**config.mk**
```make
export PLATFORM = sky130hd
export DESIGN_NAME = rv_core
export DESIGN_NICKNAME = d
export VERILOG_FILES = /design/src/design/rv_pkg.sv /design/src/design/rv_decode_if.sv /design/src/design/rv_alu.sv /design/src/design/rv_core.sv /design/src/design/rv_decoder.sv /design/src/design/rv_lsu.sv /design/src/design/rv_regfile.sv
export VERILOG_INCLUDE_DIRS = /design/src /design/src/design
export SDC_FILE = /design/constraint.sdc
export NUM_CORES = 2
export LEC_CHECK = 0
export BUFFER_PORTS_ARGS = -buffer_cell sky130_fd_sc_hd__buf_2
export CORE_MARGIN = 2
export CORE_UTILIZATION = 58
export CTS_CLUSTER_SIZE = 30
export DETAILED_ROUTE_END_ITERATION = 16
export GPL_TIMING_DRIVEN = 0
export HOLD_SLACK_MARGIN = 0.1
export MAX_ROUTING_LAYER = met4
export PLACE_DENSITY_LB_ADDON = 0.12
export SLEW_MARGIN = 20
export SYNTH_ARGS = -nofsm -noshare
export SYNTH_HDL_FRONTEND = slang
export SYNTH_SLANG_ARGS = --single-unit
```
**constraint.sdc**
```tcl
create_clock -name clk -period 16.8 [get_ports clk]
set_clock_uncertainty 0.05 [all_clocks]
set_input_delay 5.04 -clock clk [delete_from_list [all_inputs] [get_ports clk]]
set_output_delay 5.04 -clock clk [all_outputs]
set_load 0.03 [all_outputs]
```
**src/design/rv_macros.svh**
```systemverilog
`ifndef RV_MACROS_SVH
`define RV_MACROS_SVH

// Data path and address width
`define RV_XLEN 32

// Register index width and architectural register count
`define RV_REG_AW 5
`define RV_NUM_REGS 32

// Sequential fetch increment in bytes
`define RV_PC_STEP 4

// First fetch address out of reset
`define RV_RESET_PC 32'h0000_0000

`endif

```
**src/design/rv_pkg.sv**
```systemverilog
package rv_pkg;

  // Major opcodes, bits [6:0] of the instruction
  typedef enum logic [6:0] {
    OP_LOAD     = 7'b000_0011,
    OP_MISC_MEM = 7'b000_1111, // FENCE
    OP_IMM      = 7'b001_0011,
    OP_AUIPC    = 7'b001_0111,
    OP_STORE    = 7'b010_0011,
    OP_REG      = 7'b011_0011,
    OP_LUI      = 7'b011_0111,
    OP_BRANCH   = 7'b110_0011,
    OP_JALR     = 7'b110_0111,
    OP_JAL      = 7'b110_1111,
    OP_SYSTEM   = 7'b111_0011
  } opcode_e;

  // Low three bits follow funct3, top bit is insn[30]
  typedef enum logic [3:0] {
    ALU_ADD    = 4'b0000,
    ALU_SLL    = 4'b0001,
    ALU_SLT    = 4'b0010,
    ALU_SLTU   = 4'b0011,
    ALU_XOR    = 4'b0100,
    ALU_SRL    = 4'b0101,
    ALU_OR     = 4'b0110,
    ALU_AND    = 4'b0111,
    ALU_SUB    = 4'b1000,
    ALU_SRA    = 4'b1101,
    ALU_PASS_B = 4'b1111  // LUI
  } alu_op_e;

  typedef enum logic [2:0] {
    BR_NONE, BR_EQ, BR_NE, BR_LT, BR_GE, BR_LTU, BR_GEU
  } br_cond_e;

  typedef enum logic [2:0] {
    LD_NONE, LD_B, LD_H, LD_W, LD_BU, LD_HU
  } ld_kind_e;

  typedef enum logic [1:0] {
    ST_NONE, ST_B, ST_H, ST_W
  } st_kind_e;

  // Writeback source
  typedef enum logic [1:0] {
    WB_ALU, WB_LOAD, WB_PC_STEP, WB_PC_IMM
  } wb_sel_e;

endpackage

```
**src/design/rv_decode_if.sv**
```systemverilog
`timescale 1ns/1ps
`include "rv_macros.svh"

interface rv_decode_if import rv_pkg::*; ();
  logic [`RV_REG_AW-1:0] rs1;
  logic [`RV_REG_AW-1:0] rs2;
  logic [`RV_REG_AW-1:0] rd;
  logic [`RV_XLEN-1:0]   imm;     // Already sign extended
  alu_op_e               alu_op;
  logic                  use_imm; // Operand B from imm instead of rs2
  br_cond_e              br_cond;
  ld_kind_e              ld_kind;
  st_kind_e              st_kind;
  wb_sel_e               wb_sel;
  logic                  rf_we;   // Never set for rd == x0
  logic                  is_jal;
  logic                  is_jalr;
  logic                  halt_req;

  modport decoder (
    output rs1, rs2, rd, imm, alu_op, use_imm, br_cond, ld_kind, st_kind,
           wb_sel, rf_we, is_jal, is_jalr, halt_req
  );

  modport consumer (
    input rs1, rs2, rd, imm, alu_op, use_imm, br_cond, ld_kind, st_kind,
          wb_sel, rf_we, is_jal, is_jalr, halt_req
  );
endinterface

```
**src/design/rv_alu.sv**
```systemverilog
`timescale 1ns/1ps
`include "rv_macros.svh"

module rv_alu import rv_pkg::*; (
  rv_decode_if.consumer       dec,
  input  logic [`RV_XLEN-1:0] rs1_data,
  input  logic [`RV_XLEN-1:0] rs2_data,
  input  logic [`RV_XLEN-1:0] pc,
  output logic [`RV_XLEN-1:0] result,
  output logic                branch_taken
);
  logic [`RV_XLEN-1:0] op_a;
  logic [`RV_XLEN-1:0] op_b;
  logic [4:0]          shamt;

  assign op_a  = (dec.wb_sel == WB_PC_IMM) ? pc : rs1_data; // AUIPC adds to pc
  assign op_b  = dec.use_imm ? dec.imm : rs2_data;
  assign shamt = op_b[4:0];

  always_comb begin
    case (dec.alu_op)
      ALU_ADD:    result = op_a + op_b;
      ALU_SUB:    result = op_a - op_b;
      ALU_SLL:    result = op_a << shamt;
      ALU_SLT:    result = {{(`RV_XLEN-1){1'b0}}, $signed(op_a) < $signed(op_b)};
      ALU_SLTU:   result = {{(`RV_XLEN-1){1'b0}}, op_a < op_b};
      ALU_XOR:    result = op_a ^ op_b;
      ALU_SRL:    result = op_a >> shamt;
      ALU_SRA:    result = $signed(op_a) >>> shamt;
      ALU_OR:     result = op_a | op_b;
      ALU_AND:    result = op_a & op_b;
      ALU_PASS_B: result = op_b;
      default:    result = op_a + op_b;
    endcase
  end

  // Branches always compare the two registers
  always_comb begin
    case (dec.br_cond)
      BR_EQ:   branch_taken = (rs1_data == rs2_data);
      BR_NE:   branch_taken = (rs1_data != rs2_data);
      BR_LT:   branch_taken = $signed(rs1_data) < $signed(rs2_data);
      BR_GE:   branch_taken = $signed(rs1_data) >= $signed(rs2_data);
      BR_LTU:  branch_taken = rs1_data < rs2_data;
      BR_GEU:  branch_taken = rs1_data >= rs2_data;
      default: branch_taken = 1'b0;
    endcase
  end

endmodule

```
**src/design/rv_core.sv**
```systemverilog
`timescale 1ns/1ps
`include "rv_macros.svh"

module rv_core import rv_pkg::*; (
  input  logic                   clk,
  input  logic                   rst,
  output logic [`RV_XLEN-1:0]    imem_addr,
  input  logic [`RV_XLEN-1:0]    imem_rdata,
  output logic [`RV_XLEN-1:0]    dmem_addr,
  input  logic [`RV_XLEN-1:0]    dmem_rdata,
  output logic [`RV_XLEN-1:0]    dmem_wdata,
  output logic [`RV_XLEN/8-1:0]  dmem_be,
  output logic                   halt
);
  logic [`RV_XLEN-1:0]   pc;
  logic [`RV_XLEN-1:0]   pc_next;
  logic [`RV_XLEN-1:0]   pc_step;
  logic [`RV_XLEN-1:0]   pc_imm;     // Branch and JAL target
  logic [`RV_XLEN-1:0]   rs1_data, rs2_data;
  logic [`RV_XLEN-1:0]   alu_result;
  logic [`RV_XLEN-1:0]   load_data;
  logic [`RV_XLEN-1:0]   rd_data;
  logic [`RV_XLEN/8-1:0] lsu_be;
  logic                  branch_taken;

  rv_decode_if dec ();

  rv_decoder u_decoder (.insn(imem_rdata), .dec(dec));

  rv_regfile u_regfile (
    .clk      (clk),
    .rst      (rst),
    .rs1_idx  (dec.rs1),
    .rs2_idx  (dec.rs2),
    .rd_idx   (dec.rd),
    .rd_data  (rd_data),
    .we       (dec.rf_we),
    .rs1_data (rs1_data),
    .rs2_data (rs2_data)
  );

  rv_alu u_alu (
    .dec          (dec),
    .rs1_data     (rs1_data),
    .rs2_data     (rs2_data),
    .pc           (pc),
    .result       (alu_result),
    .branch_taken (branch_taken)
  );

  // Load/store address is rs1 + imm from the ALU
  rv_lsu u_lsu (
    .dec        (dec),
    .eff_addr   (alu_result),
    .rs2_data   (rs2_data),
    .dmem_rdata (dmem_rdata),
    .dmem_addr  (dmem_addr),
    .dmem_wdata (dmem_wdata),
    .dmem_be    (lsu_be),
    .load_data  (load_data)
  );

  assign pc_step = pc + `RV_PC_STEP;
  assign pc_imm  = pc + dec.imm;

  always_comb begin
    if (dec.is_jalr) pc_next = {alu_result[`RV_XLEN-1:1], 1'b0};
    else if (dec.is_jal || branch_taken) pc_next = pc_imm;
    else pc_next = pc_step;
  end

  always_ff @(posedge clk) begin
    if (rst) pc <= `RV_RESET_PC;
    else     pc <= pc_next;
  end

  always_comb begin
    case (dec.wb_sel)
      WB_LOAD:    rd_data = load_data;
      WB_PC_STEP: rd_data = pc_step;    // JAL/JALR link
      default:    rd_data = alu_result; // ALU ops and AUIPC
    endcase
  end

  assign imem_addr = pc;
  assign dmem_be   = rst ? '0 : lsu_be; // No stray stores while in reset
  assign halt      = rst ? 1'b0 : dec.halt_req;

  // JALR clears bit 0 only, so targets rely on aligned offsets
  a_pc_aligned: assert property (@(posedge clk) disable iff (rst) imem_addr[1:0] == 2'b00)
    else $error("imem_addr %h not word aligned", imem_addr);

endmodule

```
**src/design/rv_decoder.sv**
```systemverilog
`timescale 1ns/1ps
`include "rv_macros.svh"

module rv_decoder import rv_pkg::*; (
  input  logic [`RV_XLEN-1:0] insn,
  rv_decode_if.decoder        dec
);
  opcode_e              opcode;
  logic [2:0]           funct3;
  logic                 alt_op; // SUB or SRA/SRAI
  logic                 wr_req; // Instruction writes rd, before the x0 check
  logic [`RV_XLEN-1:0]  imm_i, imm_s, imm_b, imm_u, imm_j;

  assign opcode = opcode_e'(insn[6:0]);
  assign funct3 = insn[14:12];
  assign alt_op = insn[30] && (funct3 == 3'b101 || (opcode == OP_REG && funct3 == 3'b000));

  assign dec.rs1 = insn[19:15];
  assign dec.rs2 = insn[24:20];
  assign dec.rd  = insn[11:7];

  // Immediate formats
  assign imm_i = {{(`RV_XLEN-12){insn[31]}}, insn[31:20]};
  assign imm_s = {{(`RV_XLEN-12){insn[31]}}, insn[31:25], insn[11:7]};
  assign imm_b = {{(`RV_XLEN-13){insn[31]}}, insn[31], insn[7], insn[30:25], insn[11:8], 1'b0};
  assign imm_u = {insn[31:12], 12'b0};
  assign imm_j = {{(`RV_XLEN-21){insn[31]}}, insn[31], insn[19:12], insn[20], insn[30:21], 1'b0};

  always_comb begin
    // Defaults give a no-op
    wr_req       = 1'b0;
    dec.imm      = imm_i;
    dec.alu_op   = ALU_ADD;
    dec.use_imm  = 1'b0;
    dec.br_cond  = BR_NONE;
    dec.ld_kind  = LD_NONE;
    dec.st_kind  = ST_NONE;
    dec.wb_sel   = WB_ALU;
    dec.is_jal   = 1'b0;
    dec.is_jalr  = 1'b0;
    dec.halt_req = 1'b0;

    case (opcode)
      OP_LUI: begin
        wr_req      = 1'b1;
        dec.imm     = imm_u;
        dec.use_imm = 1'b1;
        dec.alu_op  = ALU_PASS_B;
      end
      OP_AUIPC: begin
        wr_req      = 1'b1;
        dec.imm     = imm_u;
        dec.use_imm = 1'b1;
        dec.wb_sel  = WB_PC_IMM; // ALU takes pc as operand A
      end
      OP_IMM: begin
        wr_req      = 1'b1;
        dec.use_imm = 1'b1;
        dec.alu_op  = alu_op_e'({alt_op, funct3});
      end
      OP_REG: begin
        wr_req     = 1'b1;
        dec.alu_op = alu_op_e'({alt_op, funct3});
      end
      OP_BRANCH: begin
        dec.imm = imm_b;
        case (funct3)
          3'b000:  dec.br_cond = BR_EQ;
          3'b001:  dec.br_cond = BR_NE;
          3'b100:  dec.br_cond = BR_LT;
          3'b101:  dec.br_cond = BR_GE;
          3'b110:  dec.br_cond = BR_LTU;
          3'b111:  dec.br_cond = BR_GEU;
          default: dec.br_cond = BR_NONE;
        endcase
      end
      OP_JAL: begin
        wr_req     = 1'b1;
        dec.imm    = imm_j;
        dec.wb_sel = WB_PC_STEP; // Link address
        dec.is_jal = 1'b1;
      end
      OP_JALR: begin
        wr_req      = 1'b1;
        dec.use_imm = 1'b1;
        dec.wb_sel  = WB_PC_STEP;
        dec.is_jalr = 1'b1;
      end
      OP_LOAD: begin
        dec.use_imm = 1'b1;
        dec.wb_sel  = WB_LOAD;
        wr_req      = 1'b1;
        case (funct3)
          3'b000:  dec.ld_kind = LD_B;
          3'b001:  dec.ld_kind = LD_H;
          3'b010:  dec.ld_kind = LD_W;
          3'b100:  dec.ld_kind = LD_BU;
          3'b101:  dec.ld_kind = LD_HU;
          default: wr_req = 1'b0; // Undefined width, no-op
        endcase
      end
      OP_STORE: begin
        dec.imm     = imm_s;
        dec.use_imm = 1'b1;
        case (funct3)
          3'b000:  dec.st_kind = ST_B;
          3'b001:  dec.st_kind = ST_H;
          3'b010:  dec.st_kind = ST_W;
          default: dec.st_kind = ST_NONE;
        endcase
      end
      OP_SYSTEM: dec.halt_req = (insn[31:7] == '0); // ECALL only
      default: ; // FENCE and unknown opcodes fall through as no-ops
    endcase
  end

  // Writes to x0 are dropped here, so the register file never sees them
  assign dec.rf_we = wr_req && (dec.rd != '0);

endmodule

```
**src/design/rv_lsu.sv**
```systemverilog
`timescale 1ns/1ps
`include "rv_macros.svh"

module rv_lsu import rv_pkg::*; (
  rv_decode_if.consumer             dec,
  input  logic [`RV_XLEN-1:0]       eff_addr,
  input  logic [`RV_XLEN-1:0]       rs2_data,
  input  logic [`RV_XLEN-1:0]       dmem_rdata,
  output logic [`RV_XLEN-1:0]       dmem_addr,
  output logic [`RV_XLEN-1:0]       dmem_wdata,
  output logic [`RV_XLEN/8-1:0]     dmem_be,
  output logic [`RV_XLEN-1:0]       load_data
);
  logic [1:0]          offset;
  logic [`RV_XLEN-1:0] lane;      // Addressed byte/half moved to bit 0
  logic                half_acc;
  logic                word_acc;

  assign offset    = eff_addr[1:0];
  assign dmem_addr = {eff_addr[`RV_XLEN-1:2], 2'b00};

  // Store path
  always_comb begin
    case (dec.st_kind)
      ST_B: begin
        dmem_wdata = {4{rs2_data[7:0]}};
        dmem_be    = 4'b0001 << offset;
      end
      ST_H: begin
        dmem_wdata = {2{rs2_data[15:0]}};
        dmem_be    = 4'b0011 << {offset[1], 1'b0};
      end
      ST_W: begin
        dmem_wdata = rs2_data;
        dmem_be    = 4'b1111;
      end
      default: begin
        dmem_wdata = rs2_data;
        dmem_be    = '0;
      end
    endcase
  end

  // Load path
  assign lane = dmem_rdata >> {offset, 3'b000};

  always_comb begin
    case (dec.ld_kind)
      LD_B:    load_data = {{(`RV_XLEN-8){lane[7]}}, lane[7:0]};
      LD_BU:   load_data = {{(`RV_XLEN-8){1'b0}}, lane[7:0]};
      LD_H:    load_data = {{(`RV_XLEN-16){lane[15]}}, lane[15:0]};
      LD_HU:   load_data = {{(`RV_XLEN-16){1'b0}}, lane[15:0]};
      default: load_data = dmem_rdata; // LW
    endcase
  end

  assign half_acc = (dec.ld_kind inside {LD_H, LD_HU}) || dec.st_kind == ST_H;
  assign word_acc = dec.ld_kind == LD_W || dec.st_kind == ST_W;

  // Misaligned accesses are not split across words
  always_comb begin
    a_half_align: assert final (!(half_acc && offset[0]))
      else $error("misaligned halfword access at %h", eff_addr);
    a_word_align: assert final (!(word_acc && offset != 2'b00))
      else $error("misaligned word access at %h", eff_addr);
  end

endmodule

```
**src/design/rv_regfile.sv**
```systemverilog
`timescale 1ns/1ps
`include "rv_macros.svh"

module rv_regfile (
  input  logic                  clk,
  input  logic                  rst,
  input  logic [`RV_REG_AW-1:0] rs1_idx,
  input  logic [`RV_REG_AW-1:0] rs2_idx,
  input  logic [`RV_REG_AW-1:0] rd_idx,
  input  logic [`RV_XLEN-1:0]   rd_data,
  input  logic                  we,
  output logic [`RV_XLEN-1:0]   rs1_data,
  output logic [`RV_XLEN-1:0]   rs2_data
);
  // x0 has no storage
  logic [`RV_XLEN-1:0] regs [1:`RV_NUM_REGS-1];

  always_ff @(posedge clk) begin
    if (rst) begin
      for (int i = 1; i < `RV_NUM_REGS; i++) begin
        regs[i] <= '0;
      end
    end else if (we && rd_idx != '0) begin
      regs[rd_idx] <= rd_data;
    end
  end

  assign rs1_data = (rs1_idx == '0) ? '0 : regs[rs1_idx];
  assign rs2_data = (rs2_idx == '0) ? '0 : regs[rs2_idx];

  // Decoder masks x0 destinations before they reach the write port
  a_no_x0_write: assert property (@(posedge clk) disable iff (rst) !(we && rd_idx == '0))
    else $error("register file write request to x0");

endmodule

```
==> results of run 1 <==
==> stage by stage <==
stage / std cells / TNS [ps]
floorplan: 6095 / 0
global placement: 7785 / -1707390
detailed placement: 7822 / -914690
CTS: 8076 / 0
==> routing by layer <==
metal,global-route usage [%],GRT overflow
met2,98.6,850
met5,-,-
met3,80.7,265
met4,88.4,486
met1,88.9,362
==> kinds of logic after synthesis <==
kind of cell,share of synthesized area (%)
AOI/OAI and AO/OA,11.6
xor gates and xnor gates,1.02
adders and majority gates,3.15
buffers and inverters,4.70
DFF,45.8
muxes,20.8
other,0.00547
and+or+nand+nor,13.0
==> timing repair <==
action                                  CTS
pin swaps                                48
hold buffers                              0
buffers inserted                         91
gates resized for setup                 679
endpoints found under the setup margin  920
gates cloned                              2
==> reports/qor.csv, run 1 <==
stage;metric;value;unit
outcome;outcome;did not finish;
outcome;stage reached;5_1_grt;
outcome;Err;[ERROR GRT-0116] Global routing finished with congestion. Check the congestion regions in the DRC Viewer.;
placement;dpl ws;-5220;ps
clocking;CTS Buf Count;97;
global_routing;pin count of the biggest net entering global routing;33;
floorplanning;row count;126;
synth;sequential-to-total area share from yosys stat;45.8;%
placement;post-DP HPWL;287000;um
clocking;H-Tree Depth;3;
floorplanning;Initial Utilization;58.3;%
synth;Commonest cells post-synth;nor2_1, edfxtp_1, mux4_2;
clocking;CTS root buf;clkbuf_16;
synth;Synth Register Bits;1056;
placement;Post-DP Area;72400;sq um
global_routing;vias in the first global route;81400;
placement;gp weighted congestion;1.14;
clocking;CTS sink count;1056;
floorplanning;die height;348;um
synth;synthesized area;68500;sq um
synth;post-synth top area share;44.9;%
synth;synth unique cells;101;
synth;Top FF cell, synth;edfxtp_1;
global_routing;GR Util All Layers;89.9;%
synth;Synth area leader;edfxtp_1;
synth;most area-consuming cells after synthesis;edfxtp_1, mux4_2, nor2_1;
floorplanning;Die Width;348;um
synth;Synthesis Warnings;0;
global_routing;GR Overflow Total;1963;
synth;Post-Synthesis Cells;6062;
floorplanning;IO Count;167;
global_routing;first-pass GRT wire length;738000;um
synth;mean post-synth cell area;11.3;sq um
placement;Buffers on Ports;154;
synth;post-synthesis async set-or-reset flop share;0;%
clocking;Clock Tree Buf Depth;3;
synth;number of synthesized flops with an enable pin;1024;
synth;most common cell in the synthesized netlist;nor2_1;
==> run 2, diff against run 1 <==
- CORE_UTILIZATION: 58 -> 40
- CTS_CLUSTER_SIZE: 30 -> unset
- HOLD_SLACK_MARGIN: 0.1 -> unset
- MAX_ROUTING_LAYER: met4 -> unset
- PLACE_DENSITY_LB_ADDON: 0.12 -> 0.15
- clock period: 16.8 -> 21.8 ns (I/O delays scaled with it)
==> run 2 against run 1 <==
The flow now finishes, with violations (negative setup slack). Synthesized area did not move. Synthesized cell count is the same.
==> reports/qor.csv, run 2 <==
stage;metric;value;unit;change
clocking;Clock Tree Buf Depth;3;;unchanged
synth;Synth area leader;edfxtp_1;;
worst_setup_path;RR Startpoint;u_regfile.regs[21][1];;
floorplanning;IO Count;167;;unchanged
placement;post-DP HPWL;296000;um;+3.0%
global_routing;GR Util All Layers;43.7;%;
placement;gp weighted congestion;1.06;;-6.8%
synth;Post-Synth Adder-Cell Area;3.15;%;unchanged
global_routing;initial antenna violation count;31;;
pwr;Power Density;86.2;nW/um^2;
synth;Compound-Gate Fraction of Synth Area;11.6;%;unchanged
clocking;clk_lat worst skew;780;ps;
synth;largest family of logic cells by synthesized area;multiplexers;;
worst_setup_path;crit path max fanout;10;;
cells_and_area;most frequent cells in the layout;nor2_1, edfxtp_1, mux4_2;;
min_path;Worst Hold Class;reg -> reg;;
worst_setup_path;WP data arrival;15420;ps;
worst_setup_path;Register-to-Register Path Depth;26;;
global_routing;vias in the first global route;57900;;
synth;Synth Area in XOR/XNOR;1.02;%;unchanged
timing;RSZ-0062 raised after global routing;false;;
synth;fraction of synthesized area in multiplexers;20.8;%;unchanged
min_path;hold path cells;2;;
timing;relative slew slack;11.9;%;
synth;Synth Area in Simple Gates;13.0;%;unchanged
clocking;H-Tree Depth;3;;unchanged
global_routing;first-pass GRT wire length;512000;um;
timing;setup TNS;-652;ps;
worst_setup_path;classification of the worst setup path;in -> out;;
cells_and_area;most common cell after layout, fill and taps aside;nor2_1;;
clocking;clock transition at the registers of the reported paths;60;ps;
synth;Synth Register Bits;1056;;unchanged
synth;most common cell in the synthesized netlist;nor2_1;;
synth;mean post-synth cell area;11.3;sq um;unchanged
global_routing;pin count of the biggest net entering global routing;33;;
timing;minimum clock period;22010;ps;
floorplanning;Initial Utilization;40.4;%;-18 points
timing;worst slew pin tran;1320;ps;
timing;post-route worst setup slack;-207;ps;
worst_setup_path;Setup crit start;imem_rdata[22];;
synth;Top FF cell, synth;edfxtp_1;;
pwr;worst vdd ir;72.9;uV;
worst_setup_path;Setup crit end kind;output port;;
synth;synth unique cells;101;;unchanged
routing;DR iter-0 viols;9408;;
synth;Post-Synthesis Cells;6062;;unchanged
timing;crit share post-route;101;%;
synth;most area-consuming cells after synthesis;edfxtp_1, mux4_2, nor2_1;;
timing;Setup violations, final;5;;
clocking;CTS root buf;clkbuf_16;;
routing;Routed Antenna Nets;0;;
timing;Max Slew Vio Count;0;;
outcome;failing checks;negative setup slack;;
pwr;total power;6.67;mW;
cells_and_area;Largest register FFs;1024;;
cells_and_area;share of layout cells above drive strength 1;20.5;%;
synth;Synthesis Warnings;0;;unchanged
cells_and_area;Post-Layout Inst Area;77300;sq um;
synth;Commonest cells post-synth;nor2_1, edfxtp_1, mux4_2;;
synth;post-synthesis async set-or-reset flop share;0;%;unchanged
timing;fmax;45.4;MHz;
placement;Post-DP Area;73300;sq um;+1.3%
synth;number of synthesized flops with an enable pin;1024;;unchanged
routing;Routed WL;388000;um;
cells_and_area;nets;6630;;
floorplanning;Die Width;418;um;+20%
cells_and_area;Biggest register;u_regfile.regs;;
job;max-cap violation count;0;;
clocking;CTS tree;yes;;
cells_and_area;# fillers;15900;;
worst_setup_path;Worst EP required;15210;ps;
worst_setup_path;crit path launch type;input pin;;
routing;WL/cell;44.6;um;
outcome;outcome;complete, but fails checks;;
routing;DRC errors left;0;;
routing;Pre-antenna DRT Iters;9;;
routing;vias;60500;;
cells_and_area;area grow syn2layout;12.8;%;
synth;synthesized area;68500;sq um;unchanged
clocking;CTS sink count;1056;;unchanged
synth;post-synth top area share;44.9;%;unchanged
pwr;Leak;29.7;nW;
timing;Final Hold Viols;0;;
synth;sequential-to-total area share from yosys stat;45.8;%;unchanged
global_routing;GR Overflow Total;0;;
routing;number of vias per cell;6.95;;
floorplanning;row count;151;;+20%
floorplanning;core area;170000;sq um;
floorplanning;die area;175000;sq um;
placement;Buffers on Ports;154;;unchanged
floorplanning;die height;418;um;+20%
clocking;CTS Buf Count;112;;+15%
-- run 2: cell counts after synthesis --
No cell type changed its count.
-- run 2: layer usage --
metal / global-route usage [%] / up-vias / share of wire [%]
li1: - / 23600 / -
met1: 49.5 / 30500 / 33
met2: 66.2 / 4996 / 44
met3: 13.4 / 1464 / 12
met4: 39.9 / 16 / 11
met5: 0.250 / - / 0.038
-- run 2: critical path, stage by stage --
cell and delay, ps:
buf_2 240, buf_2 400, buf_2 390, buf_2 420, mux4_2 370, a22oi_1 110, nand2_1 120, o21ai_2 180
a21o_1 370, inv_1 250, buf_2 440, buf_2 470, buf_1 770, buf_2 500, ha_1 280, inv_1 90
a21oi_1 330, a21oi_2 150, o31a_1 390, o221ai_2 350, o221ai_2 200, a31o_2 270, o21bai_1 160, a21oi_1 130
o31ai_2 540, o32ai_1 270, a211oi_4 370, buf_2 270
-- run 2: path summary, 6_finish.rpt --
check                                to  slack (ps)
hold reg to reg                    flop         610
hold / removal                     flop         610
setup reg to reg  u_regfile.regs[1][16]       12080
setup / recovery          dmem_addr[31]        -210
-- run 2: kinds of logic after synthesis --
family | count (synthesis)
AOI/OAI and AO/OA | 1113
xor gates and xnor gates | 80
adders and majority gates | 171
buffers and inverters | 737
DFF | 1056
muxes | 802
other | 1
and+or+nand+nor | 2102
-- run 2: report_power, final --
| part | internal [mW] | switching (mW) | total (mW) |
|---|---|---|---|
| clock | 1.08 | 0.879 | 1.96 |
| combinational | 0.617 | 1.73 | 2.35 |
| sequential | 2.31 | 0.0482 | 2.36 |
-- run 2: final cells by class --
type,instances,area (sq um),share of cell area (%)
clock buffer,136,2910,3.77
sequential,1056,31400,40.6
buffer,533,2770,3.58
clock inverter,68,651,0.841
tap,2218,2780,3.59
antenna,14,35.0,0.0453
inverter,190,718,0.929
timing repair buffer,198,1490,1.92
multi-input combinational,4302,34600,44.7
-- run 2: per-stage QoR --
stage               instances  utilization, %  setup slack, ps  hold WS [ps]
floorplan                6095               -              858           638
global placement         8467            42.5            -5000           574
detailed placement       8504            43.2            -3730           591
CTS                      8702            45.4             10.4           602
global route             8701            45.5            0.401           663
finish                   8715            45.5             -207           613
-- run 2: repair_timing --
item,in CTS,in global routing
cloned,0,0
pin swaps,5,2
resized for setup,105,42
setup buffers,5,1
setup endpoints to repair,31,15
hold buffers,0,0
(Power assumes the default switching activity.)
